### src/common/priv_pkg.sv
`default_nettype none

package priv_pkg;

    typedef logic [31:0] word_t;       // csr data, pcs and tval
    typedef logic [11:0] csr_addr_t;
    typedef logic [1:0]  priv_level_t;
    typedef logic [4:0]  exc_code_t;   // cause without the interrupt bit

    typedef enum logic [1:0] {
        TRAP_IDLE,
        TRAP_SAVE,
        TRAP_REDIRECT
    } trap_state_t;

    // privilege levels, supervisor is not implemented
    localparam priv_level_t PRIV_U = 2'd0;
    localparam priv_level_t PRIV_M = 2'd3;

    localparam csr_addr_t CSR_MSTATUS  = 12'h300;
    localparam csr_addr_t CSR_MIE      = 12'h304;
    localparam csr_addr_t CSR_MTVEC    = 12'h305;
    localparam csr_addr_t CSR_MSCRATCH = 12'h340;
    localparam csr_addr_t CSR_MEPC     = 12'h341;
    localparam csr_addr_t CSR_MCAUSE   = 12'h342;
    localparam csr_addr_t CSR_MTVAL    = 12'h343;
    localparam csr_addr_t CSR_MIP      = 12'h344;
    localparam csr_addr_t CSR_MCYCLE   = 12'hb00;
    localparam csr_addr_t CSR_MINSTRET = 12'hb02;
    localparam csr_addr_t CSR_MHARTID  = 12'hf14;

    // synchronous exception codes
    localparam exc_code_t EXC_INSN_MISAL  = 5'd0;
    localparam exc_code_t EXC_INSN_FAULT  = 5'd1;
    localparam exc_code_t EXC_ILLEGAL     = 5'd2;
    localparam exc_code_t EXC_BREAK       = 5'd3;
    localparam exc_code_t EXC_LOAD_MISAL  = 5'd4;
    localparam exc_code_t EXC_LOAD_FAULT  = 5'd5;
    localparam exc_code_t EXC_STORE_MISAL = 5'd6;
    localparam exc_code_t EXC_STORE_FAULT = 5'd7;
    localparam exc_code_t EXC_ECALL_U     = 5'd8;
    localparam exc_code_t EXC_ECALL_M     = 5'd11;

    // interrupt codes, also the bit positions in mip and mie
    localparam exc_code_t IRQ_MSI = 5'd3;
    localparam exc_code_t IRQ_MTI = 5'd7;
    localparam exc_code_t IRQ_MEI = 5'd11;

    localparam int MSTATUS_MIE_BIT  = 3;
    localparam int MSTATUS_MPIE_BIT = 7;
    localparam int MSTATUS_MPP_LSB  = 11;   // mpp spans two bits

    localparam word_t HART_ID = 32'd0;

endpackage

`default_nettype wire
### src/design/priv_block.sv
`default_nettype none

module priv_block (
    input  logic                  CLK,
    input  logic                  rst_n,
    // csr access from execute
    input  priv_pkg::csr_addr_t   csr_addr,
    input  logic                  csr_swap,
    input  logic                  csr_set,
    input  logic                  csr_clear,
    input  logic                  csr_read_only,
    input  priv_pkg::word_t       csr_wdata,
    // exception flags
    input  logic                  illegal_insn,
    input  logic                  mal_insn,
    input  logic                  fault_insn,
    input  logic                  mal_l,
    input  logic                  fault_l,
    input  logic                  mal_s,
    input  logic                  fault_s,
    input  logic                  breakpoint,
    input  logic                  env,
    input  priv_pkg::word_t       epc,
    input  priv_pkg::word_t       badaddr,
    input  logic                  mret,
    input  logic                  wfi,
    input  logic                  instr_ret,
    input  logic                  ex_mem_stall,
    input  logic                  timer_int,
    input  logic                  soft_int,
    input  logic                  ext_int,
    output priv_pkg::word_t       csr_rdata,
    output logic                  invalid_priv_isn,
    output logic                  insert_pc,
    output priv_pkg::word_t       priv_pc,
    output logic                  intr,
    output priv_pkg::priv_level_t curr_priv
);
    import priv_pkg::*;

    // sequencer and csr file
    logic      trap_save;
    exc_code_t trap_cause;
    logic      trap_is_irq;
    word_t     trap_epc;
    word_t     trap_tval;
    logic      do_mret;
    word_t     mtvec;
    word_t     mepc;
    logic      mstatus_mie;

    // interrupt side
    word_t     mie_reg;
    logic      global_ie;
    word_t     mip;
    logic      irq_valid;
    exc_code_t irq_code;

    // counter write-back and readout
    logic      cnt_we;
    logic      cnt_sel;
    word_t     mcycle;
    word_t     minstret;

    priv_csr_file i_csr_file (.*);

    priv_trap_seq i_trap_seq (.*);

    priv_counters i_counters (.*);

    priv_irq_pending i_irq_pending (.*);

endmodule

`default_nettype wire

### src/priv/priv_trap_seq.sv
`default_nettype none

module priv_trap_seq (
    input  logic                  CLK,
    input  logic                  rst_n,
    input  logic                  illegal_insn,
    input  logic                  mal_insn,
    input  logic                  fault_insn,
    input  logic                  mal_l,
    input  logic                  fault_l,
    input  logic                  mal_s,
    input  logic                  fault_s,
    input  logic                  breakpoint,
    input  logic                  env,
    input  priv_pkg::word_t       epc,
    input  priv_pkg::word_t       badaddr,
    input  logic                  mret,
    input  priv_pkg::priv_level_t curr_priv,
    input  logic                  irq_valid,
    input  priv_pkg::exc_code_t   irq_code,
    input  logic                  ex_mem_stall,
    input  logic                  mstatus_mie,
    input  priv_pkg::word_t       mtvec,
    input  priv_pkg::word_t       mepc,
    output logic                  trap_save,
    output priv_pkg::exc_code_t   trap_cause,
    output logic                  trap_is_irq,
    output priv_pkg::word_t       trap_epc,
    output priv_pkg::word_t       trap_tval,
    output logic                  do_mret,
    output logic                  insert_pc,
    output priv_pkg::word_t       priv_pc,
    output logic                  intr
);
    import priv_pkg::*;

    trap_state_t state;
    exc_code_t   exc_code;
    logic        addr_fault;
    logic        exc_any;
    logic        irq_take;
    logic        trap_req;
    logic        mret_q;

    // fixed exception priority, instruction side first
    always_comb begin
        exc_code = EXC_ILLEGAL;
        addr_fault = 1'b0;
        if (fault_insn) begin
            exc_code = EXC_INSN_FAULT;
            addr_fault = 1'b1;
        end else if (mal_insn) begin
            exc_code = EXC_INSN_MISAL;
            addr_fault = 1'b1;
        end else if (illegal_insn) begin
            exc_code = EXC_ILLEGAL;
        end else if (breakpoint) begin
            exc_code = EXC_BREAK;
        end else if (env) begin
            exc_code = (curr_priv == PRIV_U) ? EXC_ECALL_U : EXC_ECALL_M;
        end else if (mal_l) begin
            exc_code = EXC_LOAD_MISAL;
            addr_fault = 1'b1;
        end else if (fault_l) begin
            exc_code = EXC_LOAD_FAULT;
            addr_fault = 1'b1;
        end else if (mal_s) begin
            exc_code = EXC_STORE_MISAL;
            addr_fault = 1'b1;
        end else if (fault_s) begin
            exc_code = EXC_STORE_FAULT;
            addr_fault = 1'b1;
        end
    end

    assign exc_any = fault_insn | mal_insn | illegal_insn | breakpoint | env
                     | mal_l | fault_l | mal_s | fault_s;
    // a stalled ex/mem stage holds off interrupts only
    assign irq_take = irq_valid & ~ex_mem_stall & (mstatus_mie | (curr_priv == PRIV_U));
    assign trap_req = (state == TRAP_IDLE) & (exc_any | irq_take);
    assign do_mret = mret & (curr_priv == PRIV_M) & (state == TRAP_IDLE) & ~trap_req;

    always_ff @(posedge CLK) begin
        if (!rst_n) begin
            state <= TRAP_IDLE;
            mret_q <= 1'b0;
        end else begin
            mret_q <= do_mret;
            case (state)
                TRAP_IDLE:     state <= trap_req ? TRAP_SAVE : TRAP_IDLE;
                TRAP_SAVE:     state <= TRAP_REDIRECT;
                TRAP_REDIRECT: state <= TRAP_IDLE;
                default:       state <= TRAP_IDLE;
            endcase
        end
    end

    // cause and addresses captured with the request
    always_ff @(posedge CLK) begin
        if (trap_req) begin
            trap_cause <= exc_any ? exc_code : irq_code;
            trap_is_irq <= ~exc_any;
            trap_epc <= epc;
            trap_tval <= (exc_any & addr_fault) ? badaddr : '0;
        end
    end

    assign trap_save = (state == TRAP_SAVE);
    assign insert_pc = (state == TRAP_REDIRECT) | mret_q;
    assign priv_pc = (state == TRAP_REDIRECT) ? mtvec : mepc;
    assign intr = (state == TRAP_REDIRECT) & trap_is_irq;

endmodule

`default_nettype wire

### src/priv/priv_csr_file.sv
`default_nettype none

module priv_csr_file (
    input  logic                  CLK,
    input  logic                  rst_n,
    input  priv_pkg::csr_addr_t   csr_addr,
    input  logic                  csr_swap,
    input  logic                  csr_set,
    input  logic                  csr_clear,
    input  logic                  csr_read_only,
    input  priv_pkg::word_t       csr_wdata,
    input  logic                  mret,
    input  logic                  wfi,
    input  logic                  trap_save,
    input  priv_pkg::exc_code_t   trap_cause,
    input  logic                  trap_is_irq,
    input  priv_pkg::word_t       trap_epc,
    input  priv_pkg::word_t       trap_tval,
    input  logic                  do_mret,
    input  priv_pkg::word_t       mip,
    input  priv_pkg::word_t       mcycle,
    input  priv_pkg::word_t       minstret,
    output priv_pkg::word_t       csr_rdata,
    output logic                  invalid_priv_isn,
    output priv_pkg::word_t       mtvec,
    output priv_pkg::word_t       mepc,
    output logic                  mstatus_mie,
    output priv_pkg::word_t       mie_reg,
    output logic                  global_ie,
    output priv_pkg::priv_level_t curr_priv,
    output logic                  cnt_we,
    output logic                  cnt_sel
);
    import priv_pkg::*;

    logic        status_mpie;
    priv_level_t status_mpp;
    word_t       mcause_q;
    word_t       mtval_q;
    word_t       mscratch_q;
    word_t       status_word;
    word_t       irq_mask;
    word_t       wval;
    logic        addr_known;
    logic        csr_op;
    logic        csr_write;
    logic        csr_bad;
    logic        csr_we;

    // only mie, mpie and mpp exist in mstatus
    always_comb begin
        status_word = '0;
        status_word[MSTATUS_MIE_BIT] = mstatus_mie;
        status_word[MSTATUS_MPIE_BIT] = status_mpie;
        status_word[MSTATUS_MPP_LSB +: 2] = status_mpp;
        irq_mask = '0;
        irq_mask[IRQ_MSI] = 1'b1;
        irq_mask[IRQ_MTI] = 1'b1;
        irq_mask[IRQ_MEI] = 1'b1;
    end

    always_comb begin
        addr_known = 1'b1;
        csr_rdata = '0;
        case (csr_addr)
            CSR_MSTATUS:  csr_rdata = status_word;
            CSR_MIE:      csr_rdata = mie_reg;
            CSR_MTVEC:    csr_rdata = mtvec;
            CSR_MSCRATCH: csr_rdata = mscratch_q;
            CSR_MEPC:     csr_rdata = mepc;
            CSR_MCAUSE:   csr_rdata = mcause_q;
            CSR_MTVAL:    csr_rdata = mtval_q;
            CSR_MIP:      csr_rdata = mip;      // writes are ignored
            CSR_MCYCLE:   csr_rdata = mcycle;
            CSR_MINSTRET: csr_rdata = minstret;
            CSR_MHARTID:  csr_rdata = HART_ID;
            default:      addr_known = 1'b0;
        endcase
    end

    assign csr_op = $onehot({csr_swap, csr_set, csr_clear});
    assign csr_write = csr_op & ~csr_read_only;

    // every csr here is machine level, so any access from u mode faults
    assign csr_bad = csr_op & (~addr_known | (curr_priv == PRIV_U)
                     | (csr_write & (csr_addr == CSR_MHARTID)));
    assign invalid_priv_isn = csr_bad | ((mret | wfi) & (curr_priv == PRIV_U));
    assign csr_we = csr_write & ~csr_bad;

    always_comb begin
        if (csr_set)
            wval = csr_rdata | csr_wdata;
        else if (csr_clear)
            wval = csr_rdata & ~csr_wdata;
        else
            wval = csr_wdata;
    end

    // counters take whole-word writes only
    assign cnt_we = csr_we & csr_swap
                    & ((csr_addr == CSR_MCYCLE) | (csr_addr == CSR_MINSTRET));
    assign cnt_sel = (csr_addr == CSR_MINSTRET);

    assign global_ie = mstatus_mie | (curr_priv == PRIV_U);

    always_ff @(posedge CLK) begin
        if (!rst_n) begin
            mstatus_mie <= 1'b0;
            status_mpie <= 1'b0;
            status_mpp <= PRIV_U;
            mie_reg <= '0;
            mtvec <= '0;
            mscratch_q <= '0;
            mepc <= '0;
            mcause_q <= '0;
            mtval_q <= '0;
            curr_priv <= PRIV_M;
        end else if (trap_save) begin
            mepc <= trap_epc;
            mcause_q <= {trap_is_irq, 26'd0, trap_cause};
            mtval_q <= trap_tval;
            status_mpie <= mstatus_mie;
            mstatus_mie <= 1'b0;
            status_mpp <= curr_priv;
            curr_priv <= PRIV_M;
        end else if (do_mret) begin
            mstatus_mie <= status_mpie;
            status_mpie <= 1'b1;
            curr_priv <= status_mpp;
            status_mpp <= PRIV_U;
        end else if (csr_we) begin
            case (csr_addr)
                CSR_MSTATUS: begin
                    mstatus_mie <= wval[MSTATUS_MIE_BIT];
                    status_mpie <= wval[MSTATUS_MPIE_BIT];
                    // mpp holds only the levels that exist
                    status_mpp <= (wval[MSTATUS_MPP_LSB +: 2] == PRIV_M) ? PRIV_M : PRIV_U;
                end
                CSR_MIE:      mie_reg <= wval & irq_mask;
                CSR_MTVEC:    mtvec <= wval;    // direct mode
                CSR_MSCRATCH: mscratch_q <= wval;
                CSR_MEPC:     mepc <= wval;
                CSR_MCAUSE:   mcause_q <= wval;
                CSR_MTVAL:    mtval_q <= wval;
                default: ;
            endcase
        end
    end

endmodule

`default_nettype wire

### src/priv/priv_irq_pending.sv
`default_nettype none

module priv_irq_pending (
    input  logic                CLK,
    input  logic                rst_n,
    input  logic                timer_int,
    input  logic                soft_int,
    input  logic                ext_int,
    input  priv_pkg::word_t     mie_reg,
    input  logic                global_ie,
    output priv_pkg::word_t     mip,
    output logic                irq_valid,
    output priv_pkg::exc_code_t irq_code
);
    import priv_pkg::*;

    logic  msip;
    logic  mtip;
    logic  meip;
    word_t pend;

    // level lines, sampled once per cycle
    always_ff @(posedge CLK) begin
        if (!rst_n) begin
            msip <= 1'b0;
            mtip <= 1'b0;
            meip <= 1'b0;
        end else begin
            msip <= soft_int;
            mtip <= timer_int;
            meip <= ext_int;
        end
    end

    always_comb begin
        mip = '0;
        mip[IRQ_MSI] = msip;
        mip[IRQ_MTI] = mtip;
        mip[IRQ_MEI] = meip;
    end

    assign pend = mip & mie_reg;
    assign irq_valid = global_ie & (|pend);

    // external over software over timer
    always_comb begin
        if (pend[IRQ_MEI])
            irq_code = IRQ_MEI;
        else if (pend[IRQ_MSI])
            irq_code = IRQ_MSI;
        else
            irq_code = IRQ_MTI;
    end

endmodule

`default_nettype wire

### src/priv/priv_counters.sv
`default_nettype none

module priv_counters (
    input  logic            CLK,
    input  logic            rst_n,
    input  logic            instr_ret,
    input  logic            ex_mem_stall,
    input  logic            cnt_we,
    input  logic            cnt_sel,    // 0 mcycle, 1 minstret
    input  priv_pkg::word_t csr_wdata,
    output priv_pkg::word_t mcycle,
    output priv_pkg::word_t minstret
);

    logic retire;

    // a retire during a stall is counted when the stage moves on
    assign retire = instr_ret & ~ex_mem_stall;

    always_ff @(posedge CLK) begin
        if (!rst_n) begin
            mcycle <= '0;
            minstret <= '0;
        end else begin
            if (cnt_we && !cnt_sel)
                mcycle <= csr_wdata;    // write wins over the increment
            else
                mcycle <= mcycle + 32'd1;

            if (cnt_we && cnt_sel)
                minstret <= csr_wdata;
            else if (retire)
                minstret <= minstret + 32'd1;
        end
    end

endmodule

`default_nettype wire

### config.mk
export PLATFORM = sky130hd
export DESIGN_NAME = priv_block
export DESIGN_NICKNAME = d
export VERILOG_FILES = /design/src/common/priv_pkg.sv /design/src/design/priv_block.sv /design/src/priv/priv_trap_seq.sv /design/src/priv/priv_csr_file.sv /design/src/priv/priv_irq_pending.sv /design/src/priv/priv_counters.sv
export SDC_FILE = /design/constraint.sdc
export NUM_CORES = 1
export LEC_CHECK = 0
export ABC_AREA = 1
export BUFFER_PORTS_ARGS = -buffer_cell sky130_fd_sc_hd__buf_4
export CORE_MARGIN = 3
export CORE_UTILIZATION = 30
export CTS_BUF_LIST = sky130_fd_sc_hd__clkbuf_8
export DETAILED_ROUTE_END_ITERATION = 8
export HOLD_SLACK_MARGIN = 0.02
export PLACE_DENSITY = 0.55
export SETUP_SLACK_MARGIN = 0.05
export SYNTH_ARGS = -nofsm -noshare
export SYNTH_HDL_FRONTEND = slang
export SYNTH_SLANG_ARGS = --single-unit
### constraint.sdc
create_clock -name CLK -period 2.55 [get_ports CLK]
set_input_delay 0.255 -clock CLK [delete_from_list [all_inputs] [get_ports CLK]]
set_output_delay 0.255 -clock CLK [all_outputs]
set_load 0.1 [all_outputs]
==> results by group <==
Floorplanning
  – Initial core utilization: a little under a third
  – Die height: between 200 and 250 µm
  – Core box area: approximately 57000 µm²
  – Die W: 247 µm
  – # rows: 87
  – Die ar.: ~61000 µm²
  – Ports: ~200

Route
  – Residual DRC: 0
  – Post-Route M1 WL: 34.2 mm
  – WL final: between 70 and 80 mm
  – Detailed Routing Iterations Pass 1: 6
  – DRT iter0 DRCs: roughly 1900
  – Metal3 WL: ~6.7 mm
  – Antenna violation net count after detailed routing: 0
  – Total number of vias: between 15000 and 20000
  – Top Metal Used: met4
  – Drt wl/cell: approximately 20 µm
  – Metal2 WL: 33.3 mm
  – Vias per inst: 5.02

STA
  – Max-slew headroom: about 47%
  – Slew Limit Fails: 0
  – Final hold violations: 0
  – Setup TNS: 0 ps
  – Final setup viols: 0
  – Actual slew at the worst max-slew pin: about 800 ps
  – Setup Skew: a little under 60 ps
  – Fin crit share: ~95%
  – Min Tclk post-route: roughly 2400 ps
  – RSZ-0062 raised after global routing: no
  – Fmax: a little over 0.4 GHz

GRT
  – First-pass GRT wire length: roughly 110 mm
  – Antenna violations before repair: 1
  – Grt total ovfl: 0
  – Vias in the first global route: 18200
  – Global-route usage over all layers: about a quarter
  – Largest net degree at the start of global routing: ~180

Worst setup path
  – Kind of critical path: in -> out
  – Critical-path top delay cell: buf_6
  – CP endpoint kind: output pin
  – CP cell instances: buf_4 -> inv_2 -> nand2_1 -> nor2_4 -> nand3_2 -> buf_12 -> inv_1 -> buf_4 -> nand2_1 -> o21ai_0 -> a21oi_2 -> nand2_1 -> buf_6
  – Arrival @ worst endpoint: around 2200 ps
  – Crit Path Max Fanout: 17
  – R2R setup slack: ~230 ps
  – Critical Path Start Type: primary input
  – Crit path largest cell delay: ~240 ps
  – RR Startpoint: i_counters.minstret[0]
  – Required time of the critical path: around 2300 ps
  – Worst Reg-to-Reg Cells: 13
  – Reg2reg end: i_counters.minstret[18]
  – Most frequent CP cell: nand2_1

Layout
  – Share of layout cells above drive strength 1: between 10% and 20%
  – Final instance area: ~23000 µm²
  – Register area: ~6900 µm²
  – Layout Utilization: 40.6%
  – Area taken by multi-input logic gates: just under 9000 µm²
  – Filler cell count: slightly above 6000
  – Area Overhead vs Synth: 32.9%
  – Nets: about 3100

Clock tree
  – TritonCTS buffer count: 56
  – H-tree levels: 2
  – Worst-skew pair later-pin latency: 690 ps
  – Clock-pin transition on the worst setup and hold timing paths: 60 ps
  – CTS Buffer Depth: 3
  – CTS tree: yes
  – Clk sinks: roughly 310
  – Root buffer cell: clkbuf_8

Synthesis
  – Syn_nets: 2768
  – Yosys cell types: between 40 and 50
  – Syn Inst Count: approximately 2600
  – Sequential area share after synthesis: between 30 and 40%
  – Syn avg cell area: around 6.6 µm²
  – #FFs+latches synth: slightly above 300
  – Largest area contributor in the netlist: dfxtp_1
  – Share of the synthesized area in the top cell type: 27.5%
  – Syn Std Cell Area: between 15000 and 20000 µm²
  – Synth warn: 0
  – Top area cells in the synthesized netlist: dfxtp_1 (28%), edfxtp_1 (12%), nand2_1 (12%), nor2_1 (9.7%), o21ai_0 (8.5%)

Power and ir drop
  – Power per cell area: around 530 nW/µm²
  – Peak supply drop: ~500 µV
  – Static Leakage: between 9 and 10 nW

Placement
  – Placed Area: around 21000 µm²
  – Port Buffer Count: between 150 and 200
  – DP HPWL: 55.7 mm
  – Gpl congestion: between 0.9 and 1

Run status
  – Status: completed

Min path
  – Hold depth: 5
  – Worst Hold End: i_trap_seq.trap_cause[2]
  – Worst hold-check path type: in -> reg
  – Worst hold start: fault_s

Flow run
  – Max Cap Viol: 0
## where the power goes
part           internal (mW)  switching (mW)  total, mW
Combinational          0.691            1.44       2.13
Clock                   2.40            2.27       4.66
Sequential              5.26           0.143       5.41
Total                   8.35            3.85       12.2
## routing by layer
metal / vias up / global-route usage (%)
met5: - / 0
met4: 0 / 7.54
met3: 133 / 4.48
met2: 857 / 37.8
met1: 8809 / 34.3
li1: 9334 / -
## cell type report
| type | instances | share of cell area, % |
|---|---|---|
| Antenna cell | 1 | 0.0108 |
| Clock buffer | 64 | 3.81 |
| Inverter | 335 | 5.47 |
| Multi-Input combinational cell | 1863 | 38.7 |
| Sequential cell | 308 | 29.7 |
| Tap cell | 756 | 4.09 |
| Clock inverter | 38 | 0.871 |
| Timing Repair Buffer | 443 | 17.4 |
## how the worst max path moves through the flow
stage,start,depth (start not counted),to
floorplan,i_trap_seq.state[0],4,priv_pc[0]
global placement,csr_set,13,i_csr_file.mtvec[28]
detailed placement,csr_set,13,i_csr_file.mtvec[26]
CTS,i_trap_seq.state[0],5,priv_pc[31]
global route,csr_addr[0],13,csr_rdata[29]
finish,csr_addr[10],13,csr_rdata[17]
## synthesized netlist by cell type (all sizes together)
| cell type | instances |
|---|---|
| a211oi | 6 |
| a2111o | 6 |
| nand2 | 538 |
| inv | 334 |
| mux2 | 2 |
| o211ai | 2 |
| fa | 1 |
| a21boi | 1 |
| ha | 2 |
| xor2 | 43 |
| nor2 | 460 |
| o211a | 2 |
| o21bai | 20 |
| a311oi | 1 |
| o21ai | 307 |
| xnor2 | 4 |
| o21a | 4 |
| o2111ai | 1 |
| and2 | 1 |
| dfxtp | 239 |
| buf | 49 |
| edfxtp | 69 |
| nor3 | 37 |
| clkbuf | 80 |
| o31ai | 1 |
| o311ai | 1 |
| nand3 | 127 |
| nand3b | 1 |
| o22ai | 86 |
| a21oi | 177 |
| nor3b | 2 |
| nor4 | 1 |
| clkinv | 1 |
| a221oi | 4 |
| nand4 | 25 |
## through the flow
stage          instances  power [mW]  hold slack, ps  setup slack, ps
2_1_floorplan       2635        6.65             353             -568
3_3_place_gp        3591        7.44             434             -141
3_5_place_dp        3591        7.45             435             -142
4_1_cts             3802        12.3             135             53.0
5_1_grt             3808        12.7             224             48.6
6_report            3808        12.2             177              129
## worst max-delay path, delay by kind of cell
| family | cells | cell delay (ps) |
|---|---|---|
| buffers and inverters | 6 | 900 |
| and+or+nand+nor | 5 | 760 |
| AOI/OAI and AO/OA | 2 | 230 |
## layout by cell type (no fill, tap or decap), drive strengths merged, types with 11 or more instances in the layout
cell type	instances
edfxtp	69
clkinv	11
nor2	460
xor2	43
o21bai	20
nand2	538
a21oi	177
clkbuf	65
nor3	37
nand3	127
o21ai	307
buf	333
dlygate4sd3	109
inv	359
nand4	25
o22ai	86
dfxtp	239
## logic make-up (layout without fill, tap and decap cells)
group | Yosys count | count (layout) | share of synthesized area (%)
AO/OA/AOI/OAI | 619 | 619 | 19.4
XOR/XNOR | 47 | 47 | 2.37
adder cells (fa/ha/maj) | 3 | 3 | 0.259
buffers and inverters | 464 | 880 | 10.4
flip-flops | 308 | 308 | 39.4
multiplexers | 2 | 2 | 0.129
other | 0 | 1 | 0
AND/OR/NAND/NOR | 1192 | 1192 | 28.0
## repair_timing
| action | in CTS | in global routing |
|---|---|---|
| gates cloned | 0 | 1 |
| setup buffers | 0 | 4 |
| hold buffers | 109 | 0 |
| hold endpoints to repair | 135 | 0 |
| setup endpoints to repair | 19 | 159 |
| pin swaps | 0 | 2 |
| resized for setup | 24 | 24 |
No activity file was read; power rests on OpenSTA's default activity.
